[src/verilog/vctrl_consts.svh]
/*
 * Vector controller constants
 * Register widths, vector geometry and in-flight instruction count
 */

`ifndef VCTRL_CONSTS_SVH
`define VCTRL_CONSTS_SVH

// Vector geometry
`define VCTRL_VLEN    256
`define VCTRL_ELEN    32
`define VCTRL_VLENB   32

// Instructions in flight and their ID width
`define VCTRL_NR_INSN 4
`define VCTRL_ID_W    2

// vl and vstart reach 256, hence 9 bits
`define VCTRL_VL_W    9

// Register indices
`define VCTRL_VREG_W  5
`define VCTRL_RD_W    5

`endif

[src/verilog/vctrl_pkg.sv]
/*
 * Vector controller package
 * Opcodes, CSR encodings, vtype and the request and result word types
 */

`default_nettype none

`include "vctrl_consts.svh"

package vctrl_pkg;

  // Pre-decoded operation class
  typedef enum logic [1:0] {
    VCFG,
    VCSR,
    VARITH
  } op_e;

  typedef enum logic [1:0] {
    CSR_READ,
    CSR_WRITE,
    CSR_SET,
    CSR_CLEAR
  } csr_mode_e;

  typedef enum logic [1:0] {
    CSR_VSTART,
    CSR_VL,
    CSR_VTYPE,
    CSR_VLENB
  } csr_addr_e;

  // Only EW_8 to EW_32 are legal with ELEN 32
  typedef enum logic [2:0] {
    EW_8  = 3'd0,
    EW_16 = 3'd1,
    EW_32 = 3'd2,
    EW_64 = 3'd3
  } vsew_e;

  typedef enum logic [2:0] {
    LMUL_1   = 3'd0,
    LMUL_2   = 3'd1,
    LMUL_4   = 3'd2,
    LMUL_8   = 3'd3,
    LMUL_RES = 3'd4,
    LMUL_F8  = 3'd5,
    LMUL_F4  = 3'd6,
    LMUL_F2  = 3'd7
  } vlmul_e;

  typedef struct packed {
    logic   vill;
    vsew_e  vsew;
    vlmul_e vlmul;
  } vtype_t;

  // Result word, plain number or vtype layout
  typedef union packed {
    logic [31:0] raw;
    struct packed {
      logic        vill;
      logic [24:0] rsvd;
      vsew_e       vsew;
      vlmul_e      vlmul;
    } vt;
  } result_word_u;

  typedef struct packed {
    logic [`VCTRL_ID_W-1:0]   id;
    logic [`VCTRL_VREG_W-1:0] vd;
    logic [`VCTRL_VL_W-1:0]   vl;
    vtype_t                   vtype;
    logic [`VCTRL_VL_W-1:0]   vstart;
  } unit_req_t;

endpackage

`default_nettype wire

[src/verilog/vctrl_csr_if.sv]
/*
 * CSR interface
 * Update commands from the issue stage, CSR state back from the CSR file
 */

`default_nettype none

`include "vctrl_consts.svh"

interface vctrl_csr_if
  import vctrl_pkg::*;
  ();

  // Update command, valid on the pop of a VCFG or VCSR
  logic                   upd_valid;
  op_e                    upd_op;
  csr_mode_e              upd_mode;
  csr_addr_e              upd_addr;
  logic [`VCTRL_ELEN-1:0] upd_rs1;
  vtype_t                 upd_vtype;

  // Current state and read data
  logic [`VCTRL_VL_W-1:0] vl;
  vtype_t                 vtype;
  logic [`VCTRL_VL_W-1:0] vstart;
  logic [`VCTRL_VL_W-1:0] vl_next;
  logic [`VCTRL_ELEN-1:0] rd_data;

  modport csr_side (
    input  upd_valid, upd_op, upd_mode, upd_addr, upd_rs1, upd_vtype,
    output vl, vtype, vstart, vl_next, rd_data
  );

  modport issue_side (
    output upd_valid, upd_op, upd_mode, upd_addr, upd_rs1, upd_vtype,
    input  vl, vtype, vstart, vl_next, rd_data
  );

endinterface

`default_nettype wire

[src/verilog/vctrl_csr_file.sv]
/*
 * Vector CSR file
 * vstart, vl and vtype with the vsetvl legality check and vlmax
 */

`default_nettype none

`include "vctrl_consts.svh"

module vctrl_csr_file
  import vctrl_pkg::*;
  (
    input  wire logic        clk_i,
    input  wire logic        arst_n_i,
    vctrl_csr_if.csr_side    csr
  );

  localparam int unsigned VlW = `VCTRL_VL_W;
  localparam int unsigned ElenLog = $clog2(`VCTRL_ELEN / 8);
  localparam logic [VlW-1:0] VlenB = `VCTRL_VLENB;

  logic [VlW-1:0]    vstart_q;
  logic [VlW-1:0]    vl_q;
  vtype_t            vtype_q;
  logic              cfg_illegal;
  logic signed [3:0] lmul_s;
  logic signed [3:0] sew_s;
  logic [VlW-1:0]    vlmax;
  logic [VlW-1:0]    vl_next;
  result_word_u      word;

  //////////////////////////////
  // Configuration check
  //////////////////////////////

  // Fractional LMUL reads as a negative power of two
  assign lmul_s = $signed({csr.upd_vtype.vlmul[2], csr.upd_vtype.vlmul});
  assign sew_s  = $signed({1'b0, csr.upd_vtype.vsew});

  // SEW must fit in LMUL * ELEN
  assign cfg_illegal = (csr.upd_vtype.vsew > EW_32) ||
                       (csr.upd_vtype.vlmul inside {LMUL_RES, LMUL_F8}) ||
                       (lmul_s + signed'(4'(ElenLog)) < sew_s);

  always_comb begin
    vlmax = VlenB >> csr.upd_vtype.vsew;
    case (csr.upd_vtype.vlmul)
      LMUL_F2: vlmax = vlmax >> 1;
      LMUL_F4: vlmax = vlmax >> 2;
      LMUL_2:  vlmax = vlmax << 1;
      LMUL_4:  vlmax = vlmax << 2;
      LMUL_8:  vlmax = vlmax << 3;
      default: vlmax = vlmax;
    endcase
  end

  // AVL of all ones asks for vlmax
  always_comb begin
    if (cfg_illegal) begin
      vl_next = '0;
    end else if (csr.upd_rs1 == '1 || csr.upd_rs1 > vlmax) begin
      vl_next = vlmax;
    end else begin
      vl_next = csr.upd_rs1[VlW-1:0];
    end
  end

  //////////////////////////////
  // CSR registers
  //////////////////////////////

  always_ff @(posedge clk_i or negedge arst_n_i) begin
    if (!arst_n_i) begin
      vstart_q <= '0;
      vl_q     <= '0;
      vtype_q  <= '{vill: 1'b1, vsew: EW_8, vlmul: LMUL_1};
    end else if (csr.upd_valid) begin
      if (csr.upd_op == VCFG) begin
        vl_q     <= vl_next;
        vstart_q <= '0;
        if (cfg_illegal) begin
          vtype_q <= '{vill: 1'b1, vsew: EW_8, vlmul: LMUL_1};
        end else begin
          vtype_q <= '{vill: 1'b0, vsew: csr.upd_vtype.vsew, vlmul: csr.upd_vtype.vlmul};
        end
      end else if (csr.upd_op == VCSR && csr.upd_addr == CSR_VSTART) begin
        case (csr.upd_mode)
          CSR_WRITE: vstart_q <= csr.upd_rs1[VlW-1:0];
          CSR_SET:   vstart_q <= vstart_q | csr.upd_rs1[VlW-1:0];
          CSR_CLEAR: vstart_q <= vstart_q & ~csr.upd_rs1[VlW-1:0];
          default:   vstart_q <= vstart_q;
        endcase
      end
    end
  end

  // Read value is the old CSR, or the new vl for a VCFG
  always_comb begin
    word.raw = '0;
    if (csr.upd_op == VCFG) begin
      word.raw = {{(32 - VlW){1'b0}}, vl_next};
    end else begin
      case (csr.upd_addr)
        CSR_VSTART: word.raw = {{(32 - VlW){1'b0}}, vstart_q};
        CSR_VL:     word.raw = {{(32 - VlW){1'b0}}, vl_q};
        CSR_VTYPE: begin
          word.vt.vill  = vtype_q.vill;
          word.vt.vsew  = vtype_q.vsew;
          word.vt.vlmul = vtype_q.vlmul;
        end
        default:    word.raw = 32'(`VCTRL_VLENB);
      endcase
    end
  end

  assign csr.rd_data = word.raw;
  assign csr.vl_next = vl_next;
  assign csr.vl      = vl_q;
  assign csr.vtype   = vtype_q;
  assign csr.vstart  = vstart_q;

  a_vl_max : assert property (@(posedge clk_i) disable iff (!arst_n_i)
    vl_q <= `VCTRL_VLEN);

endmodule

`default_nettype wire

[src/verilog/vctrl_issue.sv]
/*
 * Issue stage
 * Request buffer, ID allocation, accept logic and dispatch to the unit
 */

`default_nettype none

`include "vctrl_consts.svh"

module vctrl_issue
  import vctrl_pkg::*;
  (
    input  wire logic                     clk_i,
    input  wire logic                     arst_n_i,
    // Core issue
    input  wire logic                     issue_valid_i,
    output logic                          issue_ready_o,
    output logic                          issue_accept_o,
    input  wire op_e                      issue_op_i,
    input  wire logic [`VCTRL_RD_W-1:0]   issue_rd_i,
    input  wire logic [`VCTRL_ELEN-1:0]   issue_rs1_i,
    input  wire vtype_t                   issue_vtype_i,
    input  wire csr_mode_e                issue_csr_mode_i,
    input  wire csr_addr_e                issue_csr_addr_i,
    input  wire logic [`VCTRL_VREG_W-1:0] issue_vd_i,
    input  wire logic                     issue_widen_i,
    vctrl_csr_if.issue_side               csr,
    // Unit request and completion
    output logic                          unit_req_valid_o,
    input  wire logic                     unit_req_ready_i,
    output unit_req_t                     unit_req_o,
    input  wire logic                     unit_rsp_valid_i,
    input  wire logic [`VCTRL_ID_W-1:0]   unit_rsp_id_i,
    // CSR result
    output logic                          csr_ret_valid_o,
    output logic [`VCTRL_RD_W-1:0]        csr_ret_rd_o,
    output logic [`VCTRL_ELEN-1:0]        csr_ret_data_o,
    input  wire logic                     csr_ret_ready_i,
    output logic                          busy_o
  );

  localparam int unsigned NrInsn = `VCTRL_NR_INSN;
  localparam int unsigned IdW    = `VCTRL_ID_W;

  logic                     buf_valid_q;
  op_e                      buf_op_q;
  logic [`VCTRL_RD_W-1:0]   buf_rd_q;
  logic [`VCTRL_ELEN-1:0]   buf_rs1_q;
  vtype_t                   buf_vtype_q;
  csr_mode_e                buf_mode_q;
  csr_addr_e                buf_addr_q;
  logic [`VCTRL_VREG_W-1:0] buf_vd_q;
  logic                     buf_widen_q;
  logic                     buf_load;
  logic                     buf_pop;
  logic                     req_fire;
  logic [NrInsn-1:0]        running_q;
  logic [IdW-1:0]           next_id;
  logic                     ids_full;

  // Arithmetic needs a legal vtype
  assign issue_accept_o = !(issue_op_i == VARITH && csr.vtype.vill);
  assign issue_ready_o  = !buf_valid_q;
  assign buf_load       = issue_valid_i && issue_ready_o && issue_accept_o;

  //////////////////////////////
  // Request buffer
  //////////////////////////////

  always_ff @(posedge clk_i or negedge arst_n_i) begin
    if (!arst_n_i) begin
      buf_valid_q <= 1'b0;
    end else if (buf_load) begin
      buf_valid_q <= 1'b1;
    end else if (buf_pop) begin
      buf_valid_q <= 1'b0;
    end
  end

  always_ff @(posedge clk_i) begin
    if (buf_load) begin
      buf_op_q    <= issue_op_i;
      buf_rd_q    <= issue_rd_i;
      buf_rs1_q   <= issue_rs1_i;
      buf_vtype_q <= issue_vtype_i;
      buf_mode_q  <= issue_csr_mode_i;
      buf_addr_q  <= issue_csr_addr_i;
      buf_vd_q    <= issue_vd_i;
      buf_widen_q <= issue_widen_i;
    end
  end

  //////////////////////////////
  // ID allocation
  //////////////////////////////

  // Lowest free ID wins
  always_comb begin
    next_id = '0;
    for (int i = NrInsn - 1; i >= 0; i--) begin
      if (!running_q[i]) begin
        next_id = IdW'(i);
      end
    end
  end

  assign ids_full = &running_q;
  assign busy_o   = |running_q;

  always_ff @(posedge clk_i or negedge arst_n_i) begin
    if (!arst_n_i) begin
      running_q <= '0;
    end else begin
      if (unit_rsp_valid_i) begin
        running_q[unit_rsp_id_i] <= 1'b0;
      end
      if (req_fire) begin
        running_q[next_id] <= 1'b1;
      end
    end
  end

  // Dispatch
  assign unit_req_valid_o  = buf_valid_q && buf_op_q == VARITH && !ids_full;
  assign req_fire          = unit_req_valid_o && unit_req_ready_i;
  assign unit_req_o.id     = next_id;
  assign unit_req_o.vd     = buf_vd_q;
  assign unit_req_o.vl     = buf_widen_q ? csr.vl << 1 : csr.vl;
  assign unit_req_o.vtype  = csr.vtype;
  assign unit_req_o.vstart = csr.vstart;

  // CSR path retires into the result register
  assign csr_ret_valid_o = buf_valid_q && buf_op_q != VARITH && csr_ret_ready_i;
  assign csr_ret_rd_o    = buf_rd_q;
  assign csr_ret_data_o  = csr.rd_data;
  assign buf_pop         = csr_ret_valid_o || req_fire;

  assign csr.upd_valid = csr_ret_valid_o;
  assign csr.upd_op    = buf_op_q;
  assign csr.upd_mode  = buf_mode_q;
  assign csr.upd_addr  = buf_addr_q;
  assign csr.upd_rs1   = buf_rs1_q;
  assign csr.upd_vtype = buf_vtype_q;

  a_id_free : assert property (@(posedge clk_i) disable iff (!arst_n_i)
    unit_req_valid_o |-> !running_q[unit_req_o.id]);

  a_buf_hold : assert property (@(posedge clk_i) disable iff (!arst_n_i)
    buf_valid_q && !buf_pop |=> buf_valid_q && $stable(buf_rd_q) && $stable(buf_rs1_q));

endmodule

`default_nettype wire

[src/verilog/vctrl_result.sv]
/*
 * Result stage
 * One-entry register toward the core, CSR results ahead of unit write-backs
 */

`default_nettype none

`include "vctrl_consts.svh"

module vctrl_result (
  input  wire logic                   clk_i,
  input  wire logic                   arst_n_i,
  // CSR results from the issue stage
  input  wire logic                   csr_ret_valid_i,
  input  wire logic [`VCTRL_RD_W-1:0] csr_ret_rd_i,
  input  wire logic [`VCTRL_ELEN-1:0] csr_ret_data_i,
  output logic                        csr_ret_ready_o,
  // Scalar write-back from the unit
  input  wire logic                   unit_rsp_valid_i,
  input  wire logic                   unit_rsp_wb_i,
  input  wire logic [`VCTRL_RD_W-1:0] unit_rsp_rd_i,
  input  wire logic [`VCTRL_ELEN-1:0] unit_rsp_data_i,
  output logic                        unit_rsp_ready_o,
  // Core result port
  output logic                        result_valid_o,
  input  wire logic                   result_ready_i,
  output logic [`VCTRL_RD_W-1:0]      result_rd_o,
  output logic [`VCTRL_ELEN-1:0]      result_data_o
);

  logic                   valid_q;
  logic [`VCTRL_RD_W-1:0] rd_q;
  logic [`VCTRL_ELEN-1:0] data_q;
  logic                   slot_free;
  logic                   unit_load;

  // Free when empty or draining this cycle
  assign slot_free        = !valid_q || result_ready_i;
  assign csr_ret_ready_o  = slot_free;
  assign unit_rsp_ready_o = slot_free && !csr_ret_valid_i;
  assign unit_load        = unit_rsp_valid_i && unit_rsp_wb_i && unit_rsp_ready_o;

  always_ff @(posedge clk_i or negedge arst_n_i) begin
    if (!arst_n_i) begin
      valid_q <= 1'b0;
    end else if (slot_free) begin
      valid_q <= csr_ret_valid_i || unit_load;
    end
  end

  always_ff @(posedge clk_i) begin
    if (csr_ret_valid_i && slot_free) begin
      rd_q   <= csr_ret_rd_i;
      data_q <= csr_ret_data_i;
    end else if (unit_load) begin
      rd_q   <= unit_rsp_rd_i;
      data_q <= unit_rsp_data_i;
    end
  end

  assign result_valid_o = valid_q;
  assign result_rd_o    = rd_q;
  assign result_data_o  = data_q;

  a_hold : assert property (@(posedge clk_i) disable iff (!arst_n_i)
    valid_q && !result_ready_i |=> valid_q && $stable(rd_q) && $stable(data_q));

endmodule

`default_nettype wire

[src/verilog/vctrl_top.sv]
/*
 * Vector-unit controller top level
 * Connects the CSR file, the issue stage and the result stage
 */

`default_nettype none

`include "vctrl_consts.svh"

module vctrl_top
  import vctrl_pkg::*;
  (
    input  wire logic                     clk_i,
    input  wire logic                     arst_n_i,
    // Core issue
    input  wire logic                     issue_valid_i,
    output logic                          issue_ready_o,
    output logic                          issue_accept_o,
    input  wire op_e                      issue_op_i,
    input  wire logic [`VCTRL_RD_W-1:0]   issue_rd_i,
    input  wire logic [`VCTRL_ELEN-1:0]   issue_rs1_i,
    input  wire vtype_t                   issue_vtype_i,
    input  wire csr_mode_e                issue_csr_mode_i,
    input  wire csr_addr_e                issue_csr_addr_i,
    input  wire logic [`VCTRL_VREG_W-1:0] issue_vd_i,
    input  wire logic                     issue_widen_i,
    output logic                          busy_o,
    // Vector unit
    output logic                          unit_req_valid_o,
    input  wire logic                     unit_req_ready_i,
    output unit_req_t                     unit_req_o,
    input  wire logic                     unit_rsp_valid_i,
    output logic                          unit_rsp_ready_o,
    input  wire logic [`VCTRL_ID_W-1:0]   unit_rsp_id_i,
    input  wire logic                     unit_rsp_wb_i,
    input  wire logic [`VCTRL_RD_W-1:0]   unit_rsp_rd_i,
    input  wire logic [`VCTRL_ELEN-1:0]   unit_rsp_data_i,
    // Core result
    output logic                          result_valid_o,
    input  wire logic                     result_ready_i,
    output logic [`VCTRL_RD_W-1:0]        result_rd_o,
    output logic [`VCTRL_ELEN-1:0]        result_data_o
  );

  vctrl_csr_if csr_if ();

  logic                   csr_ret_valid;
  logic [`VCTRL_RD_W-1:0] csr_ret_rd;
  logic [`VCTRL_ELEN-1:0] csr_ret_data;
  logic                   csr_ret_ready;
  logic                   unit_rsp_done;

  // A completion retires its ID once any write-back is taken
  assign unit_rsp_done = unit_rsp_valid_i && (!unit_rsp_wb_i || unit_rsp_ready_o);

  vctrl_csr_file vctrl_csr_file_i (
    .clk_i    (clk_i),
    .arst_n_i (arst_n_i),
    .csr      (csr_if.csr_side)
  );

  vctrl_issue vctrl_issue_i (
    .clk_i            (clk_i),
    .arst_n_i         (arst_n_i),
    .issue_valid_i    (issue_valid_i),
    .issue_ready_o    (issue_ready_o),
    .issue_accept_o   (issue_accept_o),
    .issue_op_i       (issue_op_i),
    .issue_rd_i       (issue_rd_i),
    .issue_rs1_i      (issue_rs1_i),
    .issue_vtype_i    (issue_vtype_i),
    .issue_csr_mode_i (issue_csr_mode_i),
    .issue_csr_addr_i (issue_csr_addr_i),
    .issue_vd_i       (issue_vd_i),
    .issue_widen_i    (issue_widen_i),
    .csr              (csr_if.issue_side),
    .unit_req_valid_o (unit_req_valid_o),
    .unit_req_ready_i (unit_req_ready_i),
    .unit_req_o       (unit_req_o),
    .unit_rsp_valid_i (unit_rsp_done),
    .unit_rsp_id_i    (unit_rsp_id_i),
    .csr_ret_valid_o  (csr_ret_valid),
    .csr_ret_rd_o     (csr_ret_rd),
    .csr_ret_data_o   (csr_ret_data),
    .csr_ret_ready_i  (csr_ret_ready),
    .busy_o           (busy_o)
  );

  vctrl_result vctrl_result_i (
    .clk_i            (clk_i),
    .arst_n_i         (arst_n_i),
    .csr_ret_valid_i  (csr_ret_valid),
    .csr_ret_rd_i     (csr_ret_rd),
    .csr_ret_data_i   (csr_ret_data),
    .csr_ret_ready_o  (csr_ret_ready),
    .unit_rsp_valid_i (unit_rsp_valid_i),
    .unit_rsp_wb_i    (unit_rsp_wb_i),
    .unit_rsp_rd_i    (unit_rsp_rd_i),
    .unit_rsp_data_i  (unit_rsp_data_i),
    .unit_rsp_ready_o (unit_rsp_ready_o),
    .result_valid_o   (result_valid_o),
    .result_ready_i   (result_ready_i),
    .result_rd_o      (result_rd_o),
    .result_data_o    (result_data_o)
  );

endmodule

`default_nettype wire
[config.mk]
export PLATFORM = sky130hd
export DESIGN_NAME = vctrl_top
export DESIGN_NICKNAME = d
export VERILOG_FILES = /design/src/verilog/vctrl_pkg.sv /design/src/verilog/vctrl_csr_if.sv /design/src/verilog/vctrl_csr_file.sv /design/src/verilog/vctrl_issue.sv /design/src/verilog/vctrl_result.sv /design/src/verilog/vctrl_top.sv
export VERILOG_INCLUDE_DIRS = /design/src /design/src/verilog
export SDC_FILE = /design/constraint.sdc
export NUM_CORES = 1
export LEC_CHECK = 0
export BUFFER_PORTS_ARGS = -buffer_cell sky130_fd_sc_hd__buf_2
export CORE_ASPECT_RATIO = 0.6
export CORE_UTILIZATION = 54
export CTS_CLUSTER_DIAMETER = 60
export CTS_CLUSTER_SIZE = 40
export DETAILED_ROUTE_END_ITERATION = 8
export MAX_ROUTING_LAYER = met4
export PLACE_DENSITY = 0.88
export SYNTH_ARGS = -nofsm -noshare
export SYNTH_HDL_FRONTEND = slang
export SYNTH_HIERARCHICAL = 1
export SYNTH_SLANG_ARGS = --single-unit
[constraint.sdc]
create_clock -name clk_i -period 3.5 [get_ports clk_i]
set_input_delay 0.35 -clock clk_i [delete_from_list [all_inputs] [get_ports clk_i]]
set_output_delay 0.35 -clock clk_i [all_outputs]
set_load 0.05 [all_outputs]
# ---- Yosys cells after proc, flatten, opt, wreduce, memory -nomap -nowiden
# Index checks and enable logic that the tools add are counted.
dict set report word_totals {
  reg_bits 123
  word_cells 119
  output_inout_bits 75
}
dict set report op_classes {
  magnitude_cmp 7
  add_sub_neg 1
  n_reduce_logical 40
  shift 1
  bitwise_logic 6
  muxes 28
  eq_ne 17
}
# op n
set op_table {}
lappend op_table {{2-to-1 mux 32 bit} 3}
lappend op_table {{2-to-1 mux 9 bit} 5}
lappend op_table {{case mux 9 bit (5 select lines)} 1}
lappend op_table {{== test 32 bit, second input constant} 1}
lappend op_table {{> comparator 32 x 9 -> 1 bit} 1}
lappend op_table {{case mux 9 bit (3 select lines)} 1}
lappend op_table {{case mux 6 bit (3 select lines)} 1}
lappend op_table {{logical AND 1 bit} 16}
lappend op_table {{== test 3 bit, second input constant} 4}
lappend op_table {{== test 2 bit, second input constant} 5}
lappend op_table {{2-to-1 mux 5 bit} 2}
lappend op_table {{bitwise AND 9 bit} 1}
lappend op_table {{inverter 9 bit} 1}
lappend op_table {{bitwise OR 9 bit} 1}
lappend op_table {{right shift 6 x 3 -> 9 bit, first input constant} 1}
lappend op_table {{2-to-1 mux 2 bit} 4}
lappend op_table {{2-to-1 mux 4 bit} 2}
lappend op_table {{nonzero test 2 bit} 4}
lappend op_table {{logical OR 1 bit} 7}
lappend op_table {{2-to-1 mux 7 bit} 1}
lappend op_table {{== test 2 x 1 -> 1 bit, second input constant} 3}
lappend op_table {{== test 3 x 2 -> 1 bit, second input constant} 2}
lappend op_table {{zero test 1 bit} 6}
lappend op_table {{< comparator 2 x 3 -> 1 bit, second input constant} 2}
lappend op_table {{18 further kinds} 25}

# ---- Longest topological paths before layout
# Gate-level depths: netlist of run 1.
dict set report depth {
  word_depth 10
  ltp_mapped 15
}

# ---- Modules after synthesis
# The synthesis of run 1 kept the hierarchy.
# mod cells_per_inst instances area_per_inst_um2
set modules_own_cells {}
lappend modules_own_cells {vctrl_csr_file 343 1 2603.7}
lappend modules_own_cells {vctrl_issue 151 1 2451.1}
lappend modules_own_cells {vctrl_result 85 1 1781.7}
lappend modules_own_cells {vctrl_top 2 1 11.3}

# ---- Worst setup path before layout of run 1
# Ideal clock, no wire load.
dict set report synth_timing {
  path_kind {reg-to-reg}
  from {reg vctrl_result_i.valid_q, in the netlist vctrl_result_i/result_valid_o}
  to {reg vctrl_result_i.data_q[0], in the netlist vctrl_result_i/result_data_o[0], enable pin}
  arrival_time_ns 2.817
  stages_incl_launch_ff 7
  slack_ns 0.252
  path_buffers 1
  setup_ns 0.431
  period_less_slack_ns 3.248
  path_cell_list {dfrtp_1 nor2b_4 inv_4 and3_1 buf_4 a21oi_1 nor2_1}
}
dict set report synth_via {
  elab_chain_cells 7
}
# element line
set synth_lines {}
lappend synth_lines {{start: declaration} vctrl_result.sv:31} ;# logic valid_q;
lappend synth_lines {{start signal: assignment} vctrl_result.sv:47} ;# valid_q <= csr_ret_valid_i || unit_load;
lappend synth_lines {{zero test 1 bit *} vctrl_result.sv:38} ;# assign slot_free = !valid_q || result_ready_i;
lappend synth_lines {{logical OR 1 bit *} vctrl_result.sv:38}
lappend synth_lines {{net csr_ret_ready} vctrl_top.sv:50} ;# logic csr_ret_ready;
lappend synth_lines {{logical AND 1 bit *} vctrl_issue.sv:133} ;# assign csr_ret_valid_o = buf_valid_q && buf_op_q != VARITH && csr_ret_ready_i;
lappend synth_lines {{net csr_if.upd_valid} vctrl_csr_if.sv:15} ;# logic upd_valid;
lappend synth_lines {{zero test 1 bit} vctrl_result.sv:40} ;# assign unit_rsp_ready_o = slot_free && !csr_ret_valid_i;
lappend synth_lines {{logical AND 1 bit} vctrl_result.sv:40}
lappend synth_lines {{logical AND 1 bit} vctrl_result.sv:41} ;# assign unit_load = unit_rsp_valid_i && unit_rsp_wb_i && unit_rsp_ready_o;
lappend synth_lines {{nonzero test 2 bit (no source line) *} n/a}
lappend synth_lines {{end signal: assignment} vctrl_result.sv:54} ;# data_q <= csr_ret_data_i;
lappend synth_lines {{end signal: assignment} vctrl_result.sv:57} ;# data_q <= unit_rsp_data_i;
lappend synth_lines {{end: declaration} vctrl_result.sv:33} ;# logic [`VCTRL_ELEN-1:0] data_q;
# The timed path passes the listed nets; every way through them passes the cells marked *.
# A chain may end at the register's enable or synchronous reset.

# ---- Worst setup path after layout of run 1
dict set report layout_timing {
  from {reg vctrl_issue_i.buf_vtype_q (netlist bit vctrl_issue_i/csr.upd_vtype[3])}
  to {reg vctrl_result_i.data_q[8], in the netlist vctrl_result_i/result_data_o[8], data pin}
}
dict set report layout_via {
  elab_chain_cells 8
}
# element line
set layout_lines {}
lappend layout_lines {{start: declaration} vctrl_issue.sv:49} ;# vtype_t buf_vtype_q;
lappend layout_lines {{start signal: assignment} vctrl_issue.sv:85} ;# buf_vtype_q <= issue_vtype_i;
lappend layout_lines {{right shift 6 x 3 -> 9 bit} vctrl_csr_file.sv:46} ;# vlmax = VlenB >> csr.upd_vtype.vsew;
lappend layout_lines {{case mux 9 bit (5 select lines)} vctrl_csr_file.sv:47} ;# case (csr.upd_vtype.vlmul)
lappend layout_lines {{> comparator 32 x 9 -> 1 bit} vctrl_csr_file.sv:61} ;# end else if (csr.upd_rs1 == '1 || csr.upd_rs1 > vlmax) begin
lappend layout_lines {{logical OR 1 bit} vctrl_csr_file.sv:61}
lappend layout_lines {{2-to-1 mux 9 bit} vctrl_csr_file.sv:61}
lappend layout_lines {{2-to-1 mux 9 bit *} vctrl_csr_file.sv:59} ;# if (cfg_illegal) begin
lappend layout_lines {{2-to-1 mux 32 bit *} vctrl_csr_file.sv:100} ;# if (csr.upd_op == VCFG) begin
lappend layout_lines {{net csr_if.rd_data[8]} vctrl_csr_if.sv:27} ;# logic [`VCTRL_ELEN-1:0] rd_data;
lappend layout_lines {{2-to-1 mux 32 bit *} vctrl_result.sv:52} ;# if (csr_ret_valid_i && slot_free) begin
# Marked as above.

==> reports/metrics.yaml, run 1 <==
outcome:
  status: "completed"
global_routing:
  grtUsageMet3_pct: 8.56
  use_met2_pct: 39.9
  overflow: 0
  grt_max_degree: 47
  antenna_found_initial: 0
  grt_pass1_vias: 4790
  use_met1_pct: 33.9
  grt_pass1_wl_um: 24500
  busiest_layer: "met2"
  grt_use_total_pct: 26.6
setup_path:
  worstSetupPathType: "register to register"
  end_kind: "register"
  cp-start-kind: "register"
  crit_arrival_ns: 3.53
  critPathMaxFanout: 12
  r2r_cells: 11
  cp.required_ns: 3.67
run:
  drv_cap: 0
drt:
  drt.antenna.violating_nets: 0
  dr.pass1.iters: 6
  routed_wl_um: 16400
  drtIter0Drc: 528
  wl_per_cell_um: 18.8
  routed_via_density: 5.60
  drc: 0
  num_vias: 4903
sta:
  worst_pin_slew_ns: 1.12
  worst_slack_ns: 0.139
  timing.final.crit_share_pct: 96.0
  hold_violations: 0
  drv_slew: 0
  layout_min_cycle_time_ns: 3.36
  slew_headroom_pct: 25.3
  setup_viol: 0
  fmax_ghz: 0.298
  fin_skew_ns: 0.00711
layout:
  diodes: 0
  multi_input_area_mm2: 0.00257
  area_growth_pct: 18.8
  drive_gt1_share_pct: 41.0
  finalNetCount: 812
  layout_common_cells: "buf_2, edfxtp_1, nand2_1, dfrtp_1, mux2_4"
  layout_commonest_cell: "buf_2"
  fin_util_pct: 66.0
  fillCellCount: 939
  final-seq-area_mm2: 0.00354
clock_network:
  htreeDepth: 4
  clk_path_buf_depth: 2
  root_buffer: "clkbuf_16"
  cts_sinks: 123
  ctsHoldBuffers: 0
  cts_tree: "built"
  clock_latency_ns: 0.42
  cts_inserted_buffers: 17
  clk_pin_slew_worst_paths_ns: 0.06
placed_design:
  place_congestion: 0.942
  dp_hpwl_um: 12000
  dp_slack_ns: 0.0569
  port_buffers: 175
pwr:
  ir_drop_uv: 460
  intPower_uw: 3640
  power_density_mw_per_mm2: 721
  netSwitchingFraction_pct: 36.8
  p_switching_uw: 2120
  leakage_uw: 0.00347
  clkPwrFrac_pct: 32.4
  p_comb_share_pct: 30.6
  seqPwrFrac_pct: 37.0
yosys:
  syn-cell-area_mm2: 0.00672
  syn_area_per_cell_um2: 12.0
  syn-instance-count: 562
  yosysWarnings: 6
floorplanning:
  die-area_mm2: 0.0129
  die_h_um: 88.4
  coreArea_mm2: 0.0121
  start_util_pct: 55.6
  rows: 31
  pin_count: 177
  die_w_um: 146
min_path:
  hold_path.class: "primary input to asynchronous set/reset pin"
==> path summary, 6_finish.rpt <==
path	slack (ns)	startpoint	end
max	0.14	vctrl_issue_i/csr.upd_vtype[3]$_DFFE_PP_	vctrl_result_i/result_data_o[8]$_DFFE_PP_
min	0.0004	arst_n_i	vctrl_issue_i/running_q[3]$_DFF_PN0_
max reg2reg	0.14	vctrl_issue_i/csr.upd_vtype[3]$_DFFE_PP_	vctrl_result_i/result_data_o[8]$_DFFE_PP_
min reg2reg	0.52	vctrl_csr_file_i/csr.vtype[0]$_DFFE_PN0P_	vctrl_csr_file_i/csr.vtype[0]$_DFFE_PN0P_
max in group asynchronous	3.02	arst_n_i	vctrl_csr_file_i/csr.vl[6]$_DFFE_PN0P_
min in group clk_i	0.10	issue_rs1_i[11]	vctrl_issue_i/csr.upd_rs1[11]$_DFFE_PP_
==> power by group through the flow <==
stage | Sequential, uW | Combinational, uW | Clock (uW)
finish | 2130 | 1760 | 1870
global route | 2160 | 1860 | 1950
CTS | 2130 | 1730 | 1890
detailed placement | 2160 | 1720 | 0
global placement | 2140 | 1660 | 0
floorplan | 2350 | 1230 | 0
==> metrics by stage <==
stage	instances	power (uW)	TNS (ns)	hold slack, ns	cell area, um2
5_1_grt	875	5980	-0.0410	0.0544	7990
2_1_floorplan	583	3580	0	0.0544	6800
3_3_place_gp	838	3800	0	0.440	7280
3_5_place_dp	838	3880	0	0.452	7280
6_report	875	5760	0	0.000366	7990
4_1_cts	870	5750	0	0.00753	7910
==> what timing repair did <==
action | in CTS | in global routing
setup buffers | 0 | 5
endpoints found under the setup margin | 0 | 7
gates resized for setup | 0 | 8
==> registers in the layout (all words and copies together), names as in the netlist, 4 cells and up <==
name	flops
vctrl_issue_i/csr.upd_rs1	32
vctrl_result_i/result_data_o	32
vctrl_csr_file_i/csr.vstart	9
vctrl_csr_file_i/csr.vl	9
vctrl_issue_i/running_q	4
vctrl_issue_i/csr_ret_rd_o	5
vctrl_csr_file_i/csr.vtype	7
vctrl_issue_i/csr.upd_vtype	6
vctrl_issue_i/buf_vd_q	5
vctrl_result_i/result_rd_o	5
==> layout make-up <==
class                           instances  share of cell area [%]
Timing Repair Buffer                  192                    12.6
Inverter                               10                   0.501
Multi-Input combinational cell        353                    32.1
Sequential cell                       123                    44.3
Clock inverter                         13                    2.38
Tap cell                              165                    2.58
Clock buffer                           19                    5.54
==> worst max-delay path, cell delays in order, from the launching register on <==
cell,delay [ns]
edfxtp_1,0.47
buf_4,0.23
nor4bb_1,0.43
nand3b_1,0.13
o211a_1,0.18
ha_1,0.20
a21oi_1,0.17
o21ai_0,0.18
o21ai_4,0.33
a211oi_1,0.14
a311o_1,0.36
mux2_4,0.28
==> metal layers <==
metal	vias to the layer above	routed length (um)	share of wire, %
li1	2250	-	-
met1	2341	7180	44
met2	282	7430	45
met3	30	1540	9.4
met4	0	287	1.7
met5	-	0	0
Power figures use the tool's default switching activity.
==> run 2, diff against run 1 <==
BUFFER_PORTS_ARGS = default   (was -buffer_cell sky130_fd_sc_hd__buf_2)
CORE_MARGIN = 1.5   (was default)
CORE_UTILIZATION = 55   (was 54)
DONT_BUFFER_PORTS = 1   (was default)
PLACE_DENSITY = 0.77   (was 0.88)
TNS_END_PERCENT = 50   (was default)
==> run 2 against run 1 <==
  * Sequential power rose by 26%
  * Worst setup slack worse by 0.021 ns
  * Combinational power down 41%
  * Clock skew is essentially flat
  * Routed wire length is 7.7% lower
  * Via count shrank 13%
==> reports/metrics.yaml, run 2 (synthesized netlist as in run 1, its figures left out) <==
pwr:
  p_comb_share_pct: 19.2
  seqPwrFrac_pct: 49.7
  ir_drop_uv: 438
  p_switching_uw: 2100
  power_density_mw_per_mm2: 753
  leakage_uw: 0.00280
  netSwitchingFraction_pct: 39.0
  clkPwrFrac_pct: 31.1
  power.total_uw: 5390
  intPower_uw: 3290
sta:
  fin_skew_ns: 0.00724
  timing.final.crit_share_pct: 96.6
  drv_slew: 0
  layout_min_cycle_time_ns: 3.38
  tns_ns: 0
  slew_headroom_pct: 30.2
  setup_viol: 0
  hold_violations: 0
  worst_pin_slew_ns: 1.04
  fmax_ghz: 0.296
drt:
  routed_wl_um: 15200
  dr.pass1.iters: 5
  num_vias: 4257
  drt.antenna.violating_nets: 0
  drc: 0
  wl_per_cell_um: 21.3
  drtIter0Drc: 487
  routed_via_density: 5.96
floorplanning:
  pin_count: 177
  die-area_mm2: 0.0129
  start_util_pct: 56.1
  die_w_um: 146
  coreArea_mm2: 0.0120
  rows: 31
  die_h_um: 88.6
clock_network:
  clk_path_buf_depth: 2
  clk_pin_slew_worst_paths_ns: 0.06
  cts_inserted_buffers: 17
  cts_tree: "built"
  clock_latency_ns: 0.41
  cts_sinks: 123
  htreeDepth: 4
  root_buffer: "clkbuf_16"
global_routing:
  antenna_found_initial: 0
  grt_max_degree: 57
  grt_pass1_wl_um: 22700
  overflow: 0
  grt_pass1_vias: 4116
  grt_use_total_pct: 24.5
placed_design:
  dp_hpwl_um: 11000
  placed_cells: 673
  port_buffers: 0
  place_congestion: 0.954
layout:
  area_growth_pct: 6.61
  instances_no_fill: 714
  diodes: 0
  layout_commonest_cell: "edfxtp_1"
  layout_common_cells: "edfxtp_1, nand2_1, dfrtp_1, mux2_4, buf_4"
  drive_gt1_share_pct: 23.1
  finalNetCount: 651
  fillCellCount: 959
outcome:
  status: "completed"
setup_path:
  worstSetupPathType: "register to register"
  critPathMaxFanout: 7
  slowest_delay_ns: 0.51
  end_kind: "register"
  crit_arrival_ns: 3.54
  worstPathCellList: "buf_4 > nand2b_1 > a21boi_0 > a32oi_1 > ha_1 > nor2b_1 > o211ai_1 > a21oi_1 > o21ai_2 > a211oi_1 > a311o_1 > mux2_4"
  r2r_cells: 12
  cp.required_ns: 3.65
  cp_slowest_cell: "edfxtp_1"
  cp-start-kind: "register"
min_path:
  hold_path.class: "primary input to register"
  worstHoldPathCells: 0
run:
  drv_cap: 0
## run 2: area by class of cell
| cell class | count | area (um2) | area share [%] |
|---|---|---|---|
| Clock buffer | 18 | 429 | 5.99 |
| Clock inverter | 14 | 138 | 1.92 |
| Inverter | 10 | 40.0 | 0.559 |
| Multi-Input combinational cell | 353 | 2570 | 35.8 |
| Sequential cell | 123 | 3540 | 49.4 |
| Tap cell | 165 | 206 | 2.88 |
| Timing Repair Buffer | 31 | 248 | 3.46 |
## run 2: path summary, 6_finish.rpt
path                                                                from                                        end  slack, ns
max in group asynchronous                                       arst_n_i  vctrl_csr_file_i/csr.vtype[6]$_DFFE_PN1P_       2.86
worst max register to register  vctrl_issue_i/csr.upd_vtype[0]$_DFFE_PP_  vctrl_result_i/result_data_o[8]$_DFFE_PP_       0.12
worst min register to register   vctrl_issue_i/csr_ret_rd_o[4]$_DFFE_PP_    vctrl_result_i/result_rd_o[4]$_DFFE_PP_       0.55
worst min-delay path                                     issue_rs1_i[20]    vctrl_issue_i/csr.upd_rs1[20]$_DFFE_PP_       0.04
min in group asynchronous                                       arst_n_i      vctrl_issue_i/buf_valid_q$_DFFE_PN0P_       0.39
worst max-delay path            vctrl_issue_i/csr.upd_vtype[0]$_DFFE_PP_  vctrl_result_i/result_data_o[8]$_DFFE_PP_       0.12
## run 2: critical path, delay by kind of cell (launching register included)
kind,cells,cell delay (ns)
DFF,1,0.51
muxes,1,0.28
and+or+nand+nor,2,0.31
AOI/OAI and AO/OA,7,1.52
adders and majority gates,1,0.29
buffers and inverters,1,0.22
## run 2: metal layers
layer	global-route usage (%)	vias to the layer above	share of wire (%)
met4	8.63	0	1.2
li1	-	1936	-
met2	34.2	277	43
met5	-	-	0
met1	33.6	2023	46
met3	7.99	21	9.7
## run 2: per-stage QoR
stage / hold WS (ns) / util, % / setup slack [ns] / area [um2]
after floorplan: 0.0544 / - / 0.252 / 6800
after global placement: 0.0556 / 54.0 / 0.138 / 6480
after detailed placement: 0.0556 / 54.0 / 0.0415 / 6480
after CTS: 0.0217 / 59.0 / 0.0428 / 7070
after global routing: 0.00828 / 59.8 / -0.0163 / 7170
final: 0.0358 / 59.8 / 0.118 / 7170
## run 2: power groups by stage
stage          sequential [uW]  clock (uW)  combinational [uW]
2_1_floorplan             2350           0                1230
3_3_place_gp              2690           0                 946
3_5_place_dp              2710           0                 985
4_1_cts                   2680        1710                1000
5_1_grt                   2710        1790                1120
6_report                  2680        1680                1040
## run 2: timing repair
item / 4_1_cts / 5_1_grt
resized for setup: 0 / 7
endpoints found under the hold margin: 31 / 0
buffers inserted: 0 / 7
setup endpoints to repair: 0 / 9
hold buffers: 2 / 0
==> run 3, diff against run 2 <==
SYNTH_HIERARCHICAL = default   (was 1)
==> run 3 against run 2 <==
  * Combinational power shrank 12%
  * Worst setup slack gained 0.066 ns
  * Hold slack lost 0.016 ns
  * Synthesized area shrank 17%
  * Routed wire length shrank 5.0%
  * Total power grew 4.2%
  * Flip-flop and latch count is the same
  * Critical path type unchanged
  * Critical endpoint is now vctrl_result_i.result_data_o[4]$_DFFE_PP_
==> reports/metrics.yaml, run 3 <==
outcome:
  status: "completed"
sta:
  hold_violations: 0
  setup_viol: 0
  fin_skew_ns: 0.00756
  tns_ns: 0
  drv_slew: 0
  rsz0062_at_grt: "false"
  layout_min_cycle_time_ns: 3.32
  worst_pin_slew_ns: 1.16
  timing.final.crit_share_pct: 94.7
  fmax_ghz: 0.302
  slew_headroom_pct: 22.4
yosys:
  ys_types: 55
  yosysWarnings: 0
  seq_area_frac_synth_pct: 63.5
  synth_most_common_cell: "edfxtp_1"
  syn-cell-area_mm2: 0.00557
  ys_top_cells_by_count: "edfxtp_1, nand2_1, dfrtp_1, and2_1, nor2_1"
  synth_edf_count: 92
  ys_async_sr_fraction_pct: 25.2
  syn_nets: 565
  yosys.area.top_type: "edfxtp_1"
  synth.area.top_cells: "edfxtp_1, dfrtp_1, ha_1"
  ys_ff_latch: 123
  syn_area_per_cell_um2: 12.4
  synth_top_area_share_pct: 49.6
  synth_flop_cell: "edfxtp_1"
  syn-instance-count: 450
global_routing:
  grt_max_degree: 50
  overflow: 0
  grt_use_total_pct: 28.8
  grt_pass1_wl_um: 21400
  grt_pass1_vias: 3744
  antenna_found_initial: 0
pwr:
  leakage_uw: 0.00244
  ir_drop_uv: 484
  power.total_uw: 5620
  power_density_mw_per_mm2: 879
setup_path:
  cp-startpoint: "vctrl_issue_i.csr.upd_vtype[0]$_DFFE_PP_"
  cp_num_cells: 10
  crit_top_cell: "a31oi_1"
  cp.buffers_inverters: 1
  slowest_delay_ns: 0.55
  cp_slowest_cell: "or4_1"
  worstSetupPathType: "register to register"
  cp-start-kind: "register"
  cp.required_ns: 3.65
  critPathMaxFanout: 9
  cp_top_family: "simple AND/OR/NAND/NOR gates"
  reg2reg_from: "vctrl_issue_i.csr.upd_vtype[0]$_DFFE_PP_"
  worstPathCellList: "or4_1 > a31oi_1 > nor2_1 > ha_1 > nand4_1 > a2111o_1 > and3_1 > buf_4 > a31oi_1 > nand2_1"
  crit_arrival_ns: 3.46
  end_kind: "register"
  r2r_cells: 10
  ff2ff_setup_slack_ns: 0.18
clock_network:
  htreeDepth: 4
  cts_inserted_buffers: 17
  clk_path_buf_depth: 2
  cts.repair.resized: 0
  root_buffer: "clkbuf_16"
  clk_pin_slew_worst_paths_ns: 0.06
  cts_tree: "built"
  clock_latency_ns: 0.42
  cts_sinks: 123
layout:
  layout_common_cells: "edfxtp_1, nand2_1, dfrtp_1, and2_1, nor2_1"
  drive_gt1_share_pct: 13.5
  area_growth_pct: 14.7
  diodes: 0
  finalNetCount: 577
  layout_commonest_cell: "edfxtp_1"
floorplanning:
  die-area_mm2: 0.0108
  rows: 28
  coreArea_mm2: 0.00984
  start_util_pct: 56.6
  pin_count: 177
  die_h_um: 81.0
  die_w_um: 133
drt:
  drtIter0Drc: 353
  routed_wl_um: 14400
  routed_via_density: 6.39
  drt.antenna.violating_nets: 0
  wl_per_cell_um: 23.6
  drc: 0
  num_vias: 3896
  dr.pass1.iters: 7
run:
  drv_cap: 0
min_path:
  worstHoldStart: "issue_rs1_i[30]"
  hold_path.class: "primary input to register"
  worstHoldPathCells: 0
placed_design:
  port_buffers: 0
  dp_hpwl_um: 10200
  place_congestion: 0.938
[run 3: path summary, 6_finish.rpt]
check                                                                  to
worst max register to register  vctrl_result_i.result_data_o[4]$_DFFE_PP_
worst min-delay path              vctrl_issue_i.csr.upd_rs1[30]$_DFFE_PP_
worst max-delay path            vctrl_result_i.result_data_o[4]$_DFFE_PP_
min in group asynchronous          vctrl_csr_file_i.csr.vl[1]$_DFFE_PN0P_
max in group asynchronous       vctrl_csr_file_i.csr.vtype[6]$_DFFE_PN1P_
worst min register to register     vctrl_csr_file_i.csr.vl[8]$_DFFE_PN0P_
[run 3: cells by family after synthesis]
family,after synthesis,synth area share [%]
multiplexers,20,3.86
AND/OR/NAND/NOR,163,15.2
adder cells (fa/ha/maj),13,2.92
XOR/XNOR,3,0.472
flip-flops,123,63.5
AO/OA/AOI/OAI,92,11.2
buffers and inverters,36,2.87
[run 3: repair_timing]
action | CTS | global route
hold buffers | 2 | 0
endpoints found under the setup margin | 0 | 2
endpoints found under the hold margin | 31 | 0
setup buffers | 0 | 2
[run 3: layout make-up]
class / instances / area (um2)
clock buffers: 18 / 429
fillers: 740 / 3450
multi-input cells: 291 / 1890
clock inverters: 14 / 184
well taps: 135 / 169
flip-flops and latches: 123 / 3540
repair buffers: 16 / 135
inverters: 13 / 48.8
[run 3: report_power, final]
| part | leakage [uW] | switching, uW | internal (uW) |
|---|---|---|---|
| Combinational | 0.000862 | 631 | 285 |
| Clock | 0.000298 | 693 | 1140 |
| Sequential | 0.00128 | 901 | 1970 |
| Total | 0.00244 | 2220 | 3400 |
[run 3: worst register-to-register path, delay by kind of cell, from the launching register on]
kind	cells	cell delay (ns)
and+or+nand+nor	5	1.13
AOI/OAI and AO/OA	3	0.95
DFF	1	0.51
adders and majority gates	1	0.30
buffers and inverters	1	0.16
[run 3: per-stage QoR]
| step | hold WS [ns] | cells | instance area [um2] | setup slack (ns) | utilization [%] |
|---|---|---|---|---|---|
| final | 0.0194 | 610 | 6390 | 0.184 | 64.9 |
| after CTS | 0.0124 | 608 | 6380 | 0.198 | 64.8 |
| after detailed placement | 0.0556 | 574 | 5730 | 0.201 | 58.2 |
| after global placement | 0.0555 | 574 | 5730 | 0.223 | 58.2 |
| after floorplan | 0.0544 | 450 | 5570 | 0.300 | - |
| after global routing | 0.00354 | 610 | 6390 | 0.0348 | 64.9 |
[run 3: metal layers]
metal	global-route usage, %	wire (um)	share of wire (%)	vias up
li1	-	-	-	1714
met4	8.90	248	1.7	0
met3	11.0	1730	12	26
met5	-	0	0	-
met1	39.7	6300	44	1920
met2	39.2	6150	43	236
